==> src/verilog/rv32m_pkg.sv <==
package rv32m_pkg;

    // M-extension operations, encoded as their funct3 field
    typedef enum logic [2:0] {
        MUL    = 3'b000,
        MULH   = 3'b001,
        MULHSU = 3'b010,
        MULHU  = 3'b011,
        DIV    = 3'b100,
        DIVU   = 3'b101,
        REM    = 3'b110,
        REMU   = 3'b111
    } md_op_e;

    // The top funct3 bit splits divide class (set) from multiply class (clear)
    localparam int MD_DIV_CLASS_BIT = 2;

endpackage

==> src/verilog/muldiv_cfg_pkg.sv <==
package muldiv_cfg_pkg;

    localparam int XLEN = 32;

    // Physical register tag width
    localparam int TAG_BITS = 6;

    localparam int MUL_STAGES = 3;

    // Pipeline slots plus the one writeback slot in the arbiter
    localparam int MUL_CREDITS = MUL_STAGES + 1;

    // The divider holds a single operation at a time
    localparam int DIV_CREDITS = 1;

endpackage

==> src/verilog/fu_mul.sv <==
module fu_mul (
    input  logic                                 clk,
    input  logic                                 rst,
    input  logic                                 issue_valid,
    input  rv32m_pkg::md_op_e                    issue_op,
    input  logic [muldiv_cfg_pkg::TAG_BITS-1:0]  issue_tag,
    input  logic [muldiv_cfg_pkg::XLEN-1:0]      rs1_v,
    input  logic [muldiv_cfg_pkg::XLEN-1:0]      rs2_v,
    output logic                                 mul_res_valid,
    output logic [muldiv_cfg_pkg::TAG_BITS-1:0]  mul_res_tag,
    output logic [muldiv_cfg_pkg::XLEN-1:0]      mul_res_data
);

    localparam int W = muldiv_cfg_pkg::XLEN;

    logic                                 accept;
    logic                                 a_sign;
    logic                                 b_sign;

    logic                                 s1_valid;
    rv32m_pkg::md_op_e                    s1_op;
    logic [muldiv_cfg_pkg::TAG_BITS-1:0]  s1_tag;
    logic signed [W:0]                    s1_a;
    logic signed [W:0]                    s1_b;

    logic                                 s2_valid;
    rv32m_pkg::md_op_e                    s2_op;
    logic [muldiv_cfg_pkg::TAG_BITS-1:0]  s2_tag;
    logic signed [2*W+1:0]                s2_prod;

    assign accept = issue_valid && !issue_op[rv32m_pkg::MD_DIV_CLASS_BIT];

    // MULH treats both operands as signed, MULHSU only rs1
    always_comb begin
        a_sign = rs1_v[W-1] && (issue_op == rv32m_pkg::MULH || issue_op == rv32m_pkg::MULHSU);
        b_sign = rs2_v[W-1] && (issue_op == rv32m_pkg::MULH);
    end

    always_ff @(posedge clk) begin
        if (rst) begin
            s1_valid      <= 1'b0;
            s2_valid      <= 1'b0;
            mul_res_valid <= 1'b0;
        end else begin
            s1_valid      <= accept;
            s2_valid      <= s1_valid;
            mul_res_valid <= s2_valid;
        end
    end

    always_ff @(posedge clk) begin
        s1_op   <= issue_op;
        s1_tag  <= issue_tag;
        s1_a    <= {a_sign, rs1_v};
        s1_b    <= {b_sign, rs2_v};

        s2_op   <= s1_op;
        s2_tag  <= s1_tag;
        s2_prod <= s1_a * s1_b;

        mul_res_tag <= s2_tag;
        if (s2_op == rv32m_pkg::MUL) begin
            mul_res_data <= s2_prod[W-1:0];
        end else begin
            mul_res_data <= s2_prod[2*W-1:W];
        end
    end

endmodule

==> src/verilog/fu_div_rem.sv <==
module fu_div_rem (
    input  logic                                 clk,
    input  logic                                 rst,
    input  logic                                 issue_valid,
    input  rv32m_pkg::md_op_e                    issue_op,
    input  logic [muldiv_cfg_pkg::TAG_BITS-1:0]  issue_tag,
    input  logic [muldiv_cfg_pkg::XLEN-1:0]      rs1_v,
    input  logic [muldiv_cfg_pkg::XLEN-1:0]      rs2_v,
    input  logic                                 div_res_taken,
    output logic                                 div_res_valid,
    output logic [muldiv_cfg_pkg::TAG_BITS-1:0]  div_res_tag,
    output logic [muldiv_cfg_pkg::XLEN-1:0]      div_res_data
);

    localparam int W = muldiv_cfg_pkg::XLEN;

    typedef enum logic [1:0] {
        IDLE,
        RUN,
        DONE
    } div_state_e;

    div_state_e                           state;
    logic                                 accept;

    logic                                 op_signed;
    logic                                 a_neg;
    logic                                 b_neg;
    logic [W-1:0]                         a_mag;
    logic [W-1:0]                         b_mag;

    rv32m_pkg::md_op_e                    op_q;
    logic [muldiv_cfg_pkg::TAG_BITS-1:0]  tag_q;
    logic [W-1:0]                         dvd_q;
    logic                                 div_zero_q;
    logic                                 ovf_q;
    logic                                 q_neg_q;
    logic                                 r_neg_q;

    logic [W-1:0]                         quo_q;
    logic [W-1:0]                         rem_q;
    logic [W-1:0]                         dsr_q;
    logic [$clog2(W)-1:0]                 cnt_q;

    logic [W:0]                           rem_shift;
    logic [W:0]                           diff;
    logic [W-1:0]                         q_res;
    logic [W-1:0]                         r_res;

    assign accept = issue_valid && issue_op[rv32m_pkg::MD_DIV_CLASS_BIT] && (state == IDLE);

    // Operand magnitudes for the unsigned core
    always_comb begin
        op_signed = (issue_op == rv32m_pkg::DIV) || (issue_op == rv32m_pkg::REM);
        a_neg     = op_signed && rs1_v[W-1];
        b_neg     = op_signed && rs2_v[W-1];
        a_mag     = a_neg ? (W'(0) - rs1_v) : rs1_v;
        b_mag     = b_neg ? (W'(0) - rs2_v) : rs2_v;
    end

    // One restoring step: shift in the next dividend bit and try the subtract
    always_comb begin
        rem_shift = {rem_q, quo_q[W-1]};
        diff      = rem_shift - {1'b0, dsr_q};
    end

    always_ff @(posedge clk) begin
        if (rst) begin
            state <= IDLE;
        end else begin
            case (state)
                IDLE: if (accept) state <= RUN;
                RUN:  if (cnt_q == '1) state <= DONE;
                DONE: if (div_res_taken) state <= IDLE;
                default: state <= IDLE;
            endcase
        end
    end

    always_ff @(posedge clk) begin
        if (accept) begin
            op_q       <= issue_op;
            tag_q      <= issue_tag;
            dvd_q      <= rs1_v;
            div_zero_q <= (rs2_v == '0);
            ovf_q      <= op_signed && (rs1_v == {1'b1, {(W-1){1'b0}}}) && (rs2_v == '1);
            q_neg_q    <= a_neg ^ b_neg;
            r_neg_q    <= a_neg;
            quo_q      <= a_mag;
            dsr_q      <= b_mag;
            rem_q      <= '0;
            cnt_q      <= '0;
        end else if (state == RUN) begin
            cnt_q <= cnt_q + 1'b1;
            if (!diff[W]) begin
                rem_q <= diff[W-1:0];
                quo_q <= {quo_q[W-2:0], 1'b1};
            end else begin
                rem_q <= rem_shift[W-1:0];
                quo_q <= {quo_q[W-2:0], 1'b0};
            end
        end
    end

    // Sign fix-up, then the divide-by-zero and overflow rules override
    always_comb begin
        q_res = q_neg_q ? (W'(0) - quo_q) : quo_q;
        r_res = r_neg_q ? (W'(0) - rem_q) : rem_q;
        if (div_zero_q) begin
            q_res = '1;
            r_res = dvd_q;
        end else if (ovf_q) begin
            q_res = dvd_q;
            r_res = '0;
        end
    end

    always_comb begin
        case (op_q)
            rv32m_pkg::DIV, rv32m_pkg::DIVU: div_res_data = q_res;
            default: div_res_data = r_res;
        endcase
    end

    assign div_res_valid = (state == DONE);
    assign div_res_tag   = tag_q;

endmodule

==> src/verilog/muldiv_result_arbiter.sv <==
module muldiv_result_arbiter (
    input  logic                                 clk,
    input  logic                                 rst,
    input  logic                                 mul_res_valid,
    input  logic [muldiv_cfg_pkg::TAG_BITS-1:0]  mul_res_tag,
    input  logic [muldiv_cfg_pkg::XLEN-1:0]      mul_res_data,
    input  logic                                 div_res_valid,
    input  logic [muldiv_cfg_pkg::TAG_BITS-1:0]  div_res_tag,
    input  logic [muldiv_cfg_pkg::XLEN-1:0]      div_res_data,
    output logic                                 div_res_taken,
    output logic                                 wb_valid,
    output logic [muldiv_cfg_pkg::TAG_BITS-1:0]  wb_tag,
    output logic [muldiv_cfg_pkg::XLEN-1:0]      rd_v,
    output logic                                 mul_credit,
    output logic                                 div_credit
);

    logic sel_mul;
    logic sel_div;

    // The multiplier cannot stall, so it always wins and the divider waits
    assign sel_mul       = mul_res_valid;
    assign sel_div       = div_res_valid && !mul_res_valid;
    assign div_res_taken = sel_div;

    always_ff @(posedge clk) begin
        if (rst) begin
            wb_valid   <= 1'b0;
            mul_credit <= 1'b0;
            div_credit <= 1'b0;
        end else begin
            wb_valid   <= sel_mul || sel_div;
            mul_credit <= sel_mul;
            div_credit <= sel_div;
        end
    end

    always_ff @(posedge clk) begin
        if (sel_mul) begin
            wb_tag <= mul_res_tag;
            rd_v   <= mul_res_data;
        end else begin
            wb_tag <= div_res_tag;
            rd_v   <= div_res_data;
        end
    end

endmodule

==> src/verilog/muldiv_unit.sv <==
module muldiv_unit (
    input  logic                                 clk,
    input  logic                                 rst,
    input  logic                                 issue_valid,
    input  rv32m_pkg::md_op_e                    issue_op,
    input  logic [muldiv_cfg_pkg::TAG_BITS-1:0]  issue_tag,
    input  logic [muldiv_cfg_pkg::XLEN-1:0]      rs1_v,
    input  logic [muldiv_cfg_pkg::XLEN-1:0]      rs2_v,
    output logic                                 mul_credit,
    output logic                                 div_credit,
    output logic                                 wb_valid,
    output logic [muldiv_cfg_pkg::TAG_BITS-1:0]  wb_tag,
    output logic [muldiv_cfg_pkg::XLEN-1:0]      rd_v
);

    logic                                 mul_res_valid;
    logic [muldiv_cfg_pkg::TAG_BITS-1:0]  mul_res_tag;
    logic [muldiv_cfg_pkg::XLEN-1:0]      mul_res_data;

    logic                                 div_res_valid;
    logic [muldiv_cfg_pkg::TAG_BITS-1:0]  div_res_tag;
    logic [muldiv_cfg_pkg::XLEN-1:0]      div_res_data;
    logic                                 div_res_taken;

    // Both units see every issue and pick out their own class
    fu_mul fu_mul_inst (
        .clk           (clk),
        .rst           (rst),
        .issue_valid   (issue_valid),
        .issue_op      (issue_op),
        .issue_tag     (issue_tag),
        .rs1_v         (rs1_v),
        .rs2_v         (rs2_v),
        .mul_res_valid (mul_res_valid),
        .mul_res_tag   (mul_res_tag),
        .mul_res_data  (mul_res_data)
    );

    fu_div_rem fu_div_rem_inst (
        .clk           (clk),
        .rst           (rst),
        .issue_valid   (issue_valid),
        .issue_op      (issue_op),
        .issue_tag     (issue_tag),
        .rs1_v         (rs1_v),
        .rs2_v         (rs2_v),
        .div_res_taken (div_res_taken),
        .div_res_valid (div_res_valid),
        .div_res_tag   (div_res_tag),
        .div_res_data  (div_res_data)
    );

    muldiv_result_arbiter muldiv_result_arbiter_inst (
        .clk           (clk),
        .rst           (rst),
        .mul_res_valid (mul_res_valid),
        .mul_res_tag   (mul_res_tag),
        .mul_res_data  (mul_res_data),
        .div_res_valid (div_res_valid),
        .div_res_tag   (div_res_tag),
        .div_res_data  (div_res_data),
        .div_res_taken (div_res_taken),
        .wb_valid      (wb_valid),
        .wb_tag        (wb_tag),
        .rd_v          (rd_v),
        .mul_credit    (mul_credit),
        .div_credit    (div_credit)
    );

endmodule

==> config.mk <==
export PLATFORM = sky130hd
export DESIGN_NAME = muldiv_unit
export DESIGN_NICKNAME = d
export VERILOG_FILES = /design/src/verilog/rv32m_pkg.sv /design/src/verilog/muldiv_cfg_pkg.sv /design/src/verilog/fu_mul.sv /design/src/verilog/fu_div_rem.sv /design/src/verilog/muldiv_result_arbiter.sv /design/src/verilog/muldiv_unit.sv
export SDC_FILE = /design/constraint.sdc
export NUM_CORES = 2
export LEC_CHECK = 0
export BUFFER_PORTS_ARGS = -buffer_cell sky130_fd_sc_hd__buf_4
export CORE_MARGIN = 2
export CORE_UTILIZATION = 40
export DETAILED_ROUTE_END_ITERATION = 8
export GPL_TIMING_DRIVEN = 0
export PLACE_DENSITY = 0.68
export SLEW_MARGIN = 25
export SYNTH_ARGS = -nofsm -noshare
export SYNTH_HDL_FRONTEND = slang
export SYNTH_SLANG_ARGS = --single-unit
==> constraint.sdc <==
create_clock -name clk -period 7.7 [get_ports clk]
set_clock_uncertainty 0.2 [all_clocks]
set_input_delay 2.31 -clock clk [delete_from_list [all_inputs] [get_ports clk]]
set_output_delay 2.31 -clock clk [all_outputs]
set_load 0.01 [all_outputs]
## Yosys cells after proc, flatten, opt, wreduce, memory -nomap -nowiden

Cells that the tools add are included.

| word-level totals | value |
|---|---|
| register bits | 378 |
| input port bits | 76 |
| output and inout port bits | 41 |
| word-level logic and storage cells | 92 |

| cells by class | value |
|---|---|
| add/subtract/negate cells | 6 |
| multiply operators | 1 |
| equal/unequal tests | 14 |
| multiplexer cells | 20 |
| bitwise logic cells | 1 |
| reductions and logical operators | 21 |

Operators by type and width:

| cell | number |
|---|---|
| $mux 32 | 14 |
| $sub 1x32->32 const A | 4 |
| $eq 32x32->1 const B | 2 |
| $mul 33x33->64 | 1 |
| $sub 33x32->33 | 1 |
| $logic_not 32->1 | 1 |
| $eq 3x3->1 const B | 4 |
| $logic_and 1x1->1 | 10 |
| $mux 2 | 3 |
| $mux 6 | 1 |
| $pmux 2 s3 | 1 |
| $add 5x1->5 const B | 1 |
| $eq 5x5->1 const B | 1 |
| $ne 2x1->1 const B | 2 |
| $eq 3x1->1 const B | 1 |
| $eq 3x2->1 const B | 1 |
| $logic_not 3->1 | 1 |
| $logic_or 1x1->1 | 3 |
| $reduce_and 3->1 | 1 |
| $eq 2x1->1 const B | 1 |
| $eq 2x2->1 const B | 1 |
| $logic_not 1->1 | 2 |
| $logic_not 2->1 | 1 |
| $ne 2x2->1 const B | 1 |
| other kinds (4) | 4 |

## Logic depth before layout (Yosys ltp)

| logic depth | value |
|---|---|
| depth in word-level cells | 6 |
| gate-level depth with buffers | 28 |
| mapped depth without buffers | 26 |

## Hierarchy

A second synthesis with hierarchy kept.

| unflattened totals | value |
|---|---|
| cell total of the unflattened synthesis | 5,671 |
| area, all modules | 54,497.3 µm² |

By module, submodules not included:

| module | instances | cells an instance | area an instance (µm²) | seq. area each (µm²) |
|---|---|---|---|---|
| fu_mul | 1 | 4,374 | 42,447.0 | 3,783.6 |
| fu_div_rem | 1 | 1,209 | 10,553.9 | 4,023.9 |
| muldiv_result_arbiter | 1 | 88 | 1,496.4 | 820.8 |

## Worst setup path before layout

OpenSTA, ideal clock, no wires.

| timing path | value |
|---|---|
| path type | register to register |
| start | register fu_mul_inst.s1_a[32] |
| end | register fu_mul_inst.s2_prod[63] |
| library setup time | 0.121 ns |
| data arrival time | 7.530 ns |
| data required time | 7.379 ns |
| slack | -0.151 ns |
| stages on the path, launching flop included | 27 |
| path buffers | 2 |
| path through | dfxtp_1 clkbuf_1 nand2_1 inv_1 fa_1 fa_1 fa_1 inv_1 fa_1 inv_1 fa_1 fa_1 fa_1 inv_1 fa_1 inv_1 ha_1 clkbuf_1 a21o_1 a21o_1 nor3_1 o21ai_0 a32oi_1 o311ai_1 a31oi_1 o21bai_1 xnor2_1 |

| between the ends | value |
|---|---|
| word-level cells in the longest chain between the ends | 1 |

Ends and longest elaborated chain:

| what | line | source |
|---|---|---|
| start, declared | fu_mul.sv:23 | `logic signed [W:0] s1_a;` |
| start signal, assigned | fu_mul.sv:54 | `s1_a <= {a_sign, rs1_v};` |
| $mul 33x33->64 | fu_mul.sv:59 | `s2_prod <= s1_a * s1_b;` |
| end signal, assigned | fu_mul.sv:59 |  |
| end, declared | fu_mul.sv:29 | `logic signed [2*W+1:0] s2_prod;` |

No other way between the ends.
A chain may end at the register's enable or synchronous reset.

## Worst setup path in the final report

| timing path | value |
|---|---|
| start | register fu_mul_inst.s1_a[0] |
| end | register fu_mul_inst.s2_prod[62] |

The elaborated chain is that of the path after synthesis.

==> results summary <==
The DRC violation count after routing is 0. The post-synthesis area per instance came out at 9.62 um^2. Yosys printed 0 warnings. The final cell utilization of the core is 0.475. The net count of the finished layout is ~7400.

The register area came out at 8840 um^2. The largest net degree at the start of global routing is 47. The fill cell total of the finished layout came out at 12600. The routed wire length is about 220000 um.

During I/O placement, the number of pins put on the boundary was 117. The post-synthesis cell type count came out at 76. The arrival time at the worst endpoint is 8640 ps. The CTS tree is yes.

The beginning of the worst hold path is fu_mul_inst.s2_tag[4]$_DFF_P_. The final number of hold-violating endpoints is 0. Timing would allow up to 0.118 GHz.

After synthesis, the largest family of logic cells by area is adder cells. The area of the core region came out at ~130000 um^2. The worst setup path is launched from a flop.

The die area came out at between 100000 and 150000 um^2. Setup repair after global routing could not meet its margin everywhere. The clock passes through at most 3 buffers. The post-layout minimum cycle time came out at 8440 ps.

The height of the chip is 371 um. The share of post-route cells with drive strength above 1 came out at 0.162. The commonest register cell after synthesis is sky130_fd_sc_hd__dfxtp_1. The worst register-to-register path begins at fu_mul_inst.s1_a[0]$_DFF_P_.

Of the total synthesized cell area, the portion taken by full adders, half adders and majority gates is 0.476. The leftover overflow at the end of global routing is 0. The final count of negative-setup-slack endpoints came out at 25. For this configuration, the core starts out at a cell density of 0.404. At the later pin of the worst-skew pair, clock insertion delay measures 570 ps.

The final worst-path setup slack came out at -744 ps. After clock tree synthesis, the clock-pin slew on the worst setup and hold paths is approximately 70 ps. After technology mapping, the gate count stands at 5612. Of the post-synthesis cell area, the part taken by muxes is 0.0146. The number of sinks handled by clock tree synthesis is 377. Compared with the post-synthesis result, the final layout area differs by 17.7%.

In this run the worst path has a maximum fanout of 12. In the routed layout, each cell is associated on average with a via count of about 5.5. After clock tree synthesis, the flow added hold-fix buffers numbering 0. Of the available clock period, the critical path in the final layout requires 1.10. The critical path in this run is classified as reg -> reg.

In this run the tightest slew margin relative to its limit is 0.244. The initialized floorplan defines around 130 standard-cell rows. The tree is rooted in a sky130_fd_sc_hd__clkbuf_16. The multi-input gate area in the final layout is approximately 42000 um^2. Routability-driven placement finished with a final weighted congestion of 1.06. The flow ran to the end, but the final reports show violations.

The number of design-rule violations left by the first detailed-router iteration came out at 4213. The number of max-capacitance violations reported came out at 0. Of the total synthesized cell area, the portion taken by AND, OR, NAND and NOR gates is 0.148. The number of buffer cells added on primary ports is between 100 and 150. For this run, the total global-route usage over all layers was measured as 0.325. The path type of the worst min-delay path is reg -> reg. The level count of the clock H-tree is 2. The post-placement cell area is 57200 um^2. The via count of the first global-routing pass is 43700. sky130_fd_sc_hd__fa_1 is the most common cell in the netlist. The setup total negative slack came out at -10070 ps. The fraction of registers with async set or reset after synthesis is 0.

The first detailed-routing pass ran for 8 iterations. The post-synthesis cell area came out at 54000 um^2. The net count after synthesis is 7065. The number of vias after detailed routing is 42500. The checks that failed: setup timing.

The wire length of the first global-routing pass came out at 314000 um. The worst hold slack came out at 129 ps. Yosys mapped a number of flops with a built-in enable equal to 108. By count the netlist is led by sky130_fd_sc_hd__fa_1 (1126), sky130_fd_sc_hd__inv_1 (1098), sky130_fd_sc_hd__nand2_1 (701). The library cell with the largest summed area after synthesis is sky130_fd_sc_hd__fa_1.

The fraction of the mapped netlist area in compound gates came to 0.0687. Synthesis inferred 377 register bits. The worst setup path is captured at a flop. The max-slew violation count came to 0. By area the synthesized netlist is led by sky130_fd_sc_hd__fa_1 (42%), sky130_fd_sc_hd__dfxtp_1 (10%), sky130_fd_sc_hd__inv_1 (7.6%), sky130_fd_sc_hd__and2_1 (6.4%), sky130_fd_sc_hd__edfxtp_1 (6.0%). The required time of the critical path is 7890 ps.

Once detail routing completed, the nets flagged for antenna violations numbered 0. The post-synthesis sequential area ratio came out at 0.160. The detailed-route wire length per cell came out at about 29 um. The xor and xnor area share after synthesis is 0.0365.

The number of buffers created by CTS is 35. The final HPWL from detailed placement came out at 183000 um. The origin of the worst setup path is fu_mul_inst.s1_a[0]$_DFF_P_.

The final cell area excluding filler cells is 63500 um^2. The die is approximately 370 um wide. The top cell type's share of synthesized area came out at 0.417.

The measured slew at the worst slew-check pin is roughly 1100 ps. The initial antenna violation count is 41.
## logic make-up after synthesis
group / after synthesis
compound gates: 580
flops: 377
fa+ha+maj: 1377
simple gates: 1601
buf+inv: 1379
mux: 73
xor+xnor: 225
## worst max-delay path, stage by stage (launching register included)
cell and delay [ps]:
sky130_fd_sc_hd__dfxtp_1 640, sky130_fd_sc_hd__clkbuf_8 360, sky130_fd_sc_hd__nand2_1 220, sky130_fd_sc_hd__fa_1 570, sky130_fd_sc_hd__inv_1 120, sky130_fd_sc_hd__fa_1 420, sky130_fd_sc_hd__ha_1 210, sky130_fd_sc_hd__fa_1 480
sky130_fd_sc_hd__inv_1 50, sky130_fd_sc_hd__fa_1 530, sky130_fd_sc_hd__inv_1 50, sky130_fd_sc_hd__fa_1 490, sky130_fd_sc_hd__fa_1 500, sky130_fd_sc_hd__inv_1 50, sky130_fd_sc_hd__fa_2 630, sky130_fd_sc_hd__inv_2 70
sky130_fd_sc_hd__ha_4 310, sky130_fd_sc_hd__nand2_2 90, sky130_fd_sc_hd__o211ai_1 190, sky130_fd_sc_hd__buf_4 160, sky130_fd_sc_hd__nor4_2 40, sky130_fd_sc_hd__buf_4 170, sky130_fd_sc_hd__o311ai_4 380, sky130_fd_sc_hd__a221oi_4 170
sky130_fd_sc_hd__o31a_1 440, sky130_fd_sc_hd__buf_4 180, sky130_fd_sc_hd__a211oi_4 480
## cells in the final DEF, fill, tap and decap left out, types with 37 or more instances in the layout
| cell | count |
|---|---|
| sky130_fd_sc_hd__a21o_1 | 37 |
| sky130_fd_sc_hd__a21oi_1 | 90 |
| sky130_fd_sc_hd__and2_1 | 539 |
| sky130_fd_sc_hd__buf_4 | 275 |
| sky130_fd_sc_hd__buf_6 | 41 |
| sky130_fd_sc_hd__clkbuf_1 | 58 |
| sky130_fd_sc_hd__clkbuf_16 | 70 |
| sky130_fd_sc_hd__clkbuf_8 | 45 |
| sky130_fd_sc_hd__dfxtp_1 | 204 |
| sky130_fd_sc_hd__dfxtp_4 | 53 |
| sky130_fd_sc_hd__edfxtp_1 | 108 |
| sky130_fd_sc_hd__fa_1 | 1078 |
| sky130_fd_sc_hd__fa_2 | 48 |
| sky130_fd_sc_hd__ha_1 | 216 |
| sky130_fd_sc_hd__inv_1 | 1047 |
| sky130_fd_sc_hd__inv_2 | 38 |
| sky130_fd_sc_hd__mux2_2 | 48 |
| sky130_fd_sc_hd__nand2_1 | 685 |
| sky130_fd_sc_hd__nor2_1 | 95 |
| sky130_fd_sc_hd__nor2b_1 | 49 |
| sky130_fd_sc_hd__o21a_1 | 40 |
| sky130_fd_sc_hd__o21ai_0 | 150 |
| sky130_fd_sc_hd__xnor2_1 | 109 |
| sky130_fd_sc_hd__xor2_1 | 93 |
## timing repair
item	4_1_cts	5_1_grt
pin swaps	78	170
setup buffers	84	91
endpoints found under the setup margin	45	32
gates resized for setup	813	313
## cell type report
class,instances,share of cell area
Antenna cell,14,0.000551
Buffer,261,0.0470
Clock buffer,44,0.0155
Clock inverter,18,0.00315
Inverter,1100,0.0656
Multi-Input combinational cell,3856,0.657
Sequential cell,377,0.139
Tap cell,1768,0.0348
Timing Repair Buffer,290,0.0374
## metrics by stage
| stage | worst slack (ps) | std cells |
|---|---|---|
| final | -744 | 7728 |
| after global routing | -774 | 7716 |
| after CTS | -590 | 7633 |
| after detailed placement | -2870 | 7499 |
| after global placement | -3290 | 7496 |
| after floorplan | 10.2 | 5612 |
## sequential cells by signal, indices dropped and copies added (netlist names), 2 cells and up
signal                             count
fu_div_rem_inst.rem_q                 32
fu_div_rem_inst.quo_q                 32
fu_mul_inst.s1_op                      3
fu_div_rem_inst.div_res_tag            6
muldiv_result_arbiter_inst.wb_tag      6
fu_div_rem_inst.op_q                   2
fu_div_rem_inst.state                  2
fu_mul_inst.s1_b                      33
fu_mul_inst.s2_tag                     6
fu_div_rem_inst.dsr_q                 32
fu_div_rem_inst.dvd_q                 32
fu_mul_inst.mul_res_data              32
muldiv_result_arbiter_inst.rd_v       32
fu_mul_inst.s1_a                      33
fu_mul_inst.mul_res_tag                6
fu_mul_inst.s1_tag                     6
fu_mul_inst.s2_op                      3
fu_mul_inst.s2_prod                   64
fu_div_rem_inst.cnt_q                  5
## metal layers
layer,wire [um],share of wire,global-route usage
met1,83200,0.37,0.405
met3,21600,0.097,0.0773
met4,21000,0.094,0.246
met5,68,0.00030,0
met2,97300,0.44,0.491
## worst paths after layout
kind	slack, ps	to	cells after the start
hold / removal	130	fu_mul_inst.mul_res_tag[4]$_DFF_P_	0
setup / recovery	-740	fu_mul_inst.s2_prod[62]$_DFF_P_	26
hold reg to reg	130	fu_mul_inst.mul_res_tag[4]$_DFF_P_	0
setup reg to reg	-740	fu_mul_inst.s2_prod[62]$_DFF_P_	26
Power is left out: the tool's default activity adds up to more than one toggle a clock period on the data nets, which glitch-free logic cannot reach.
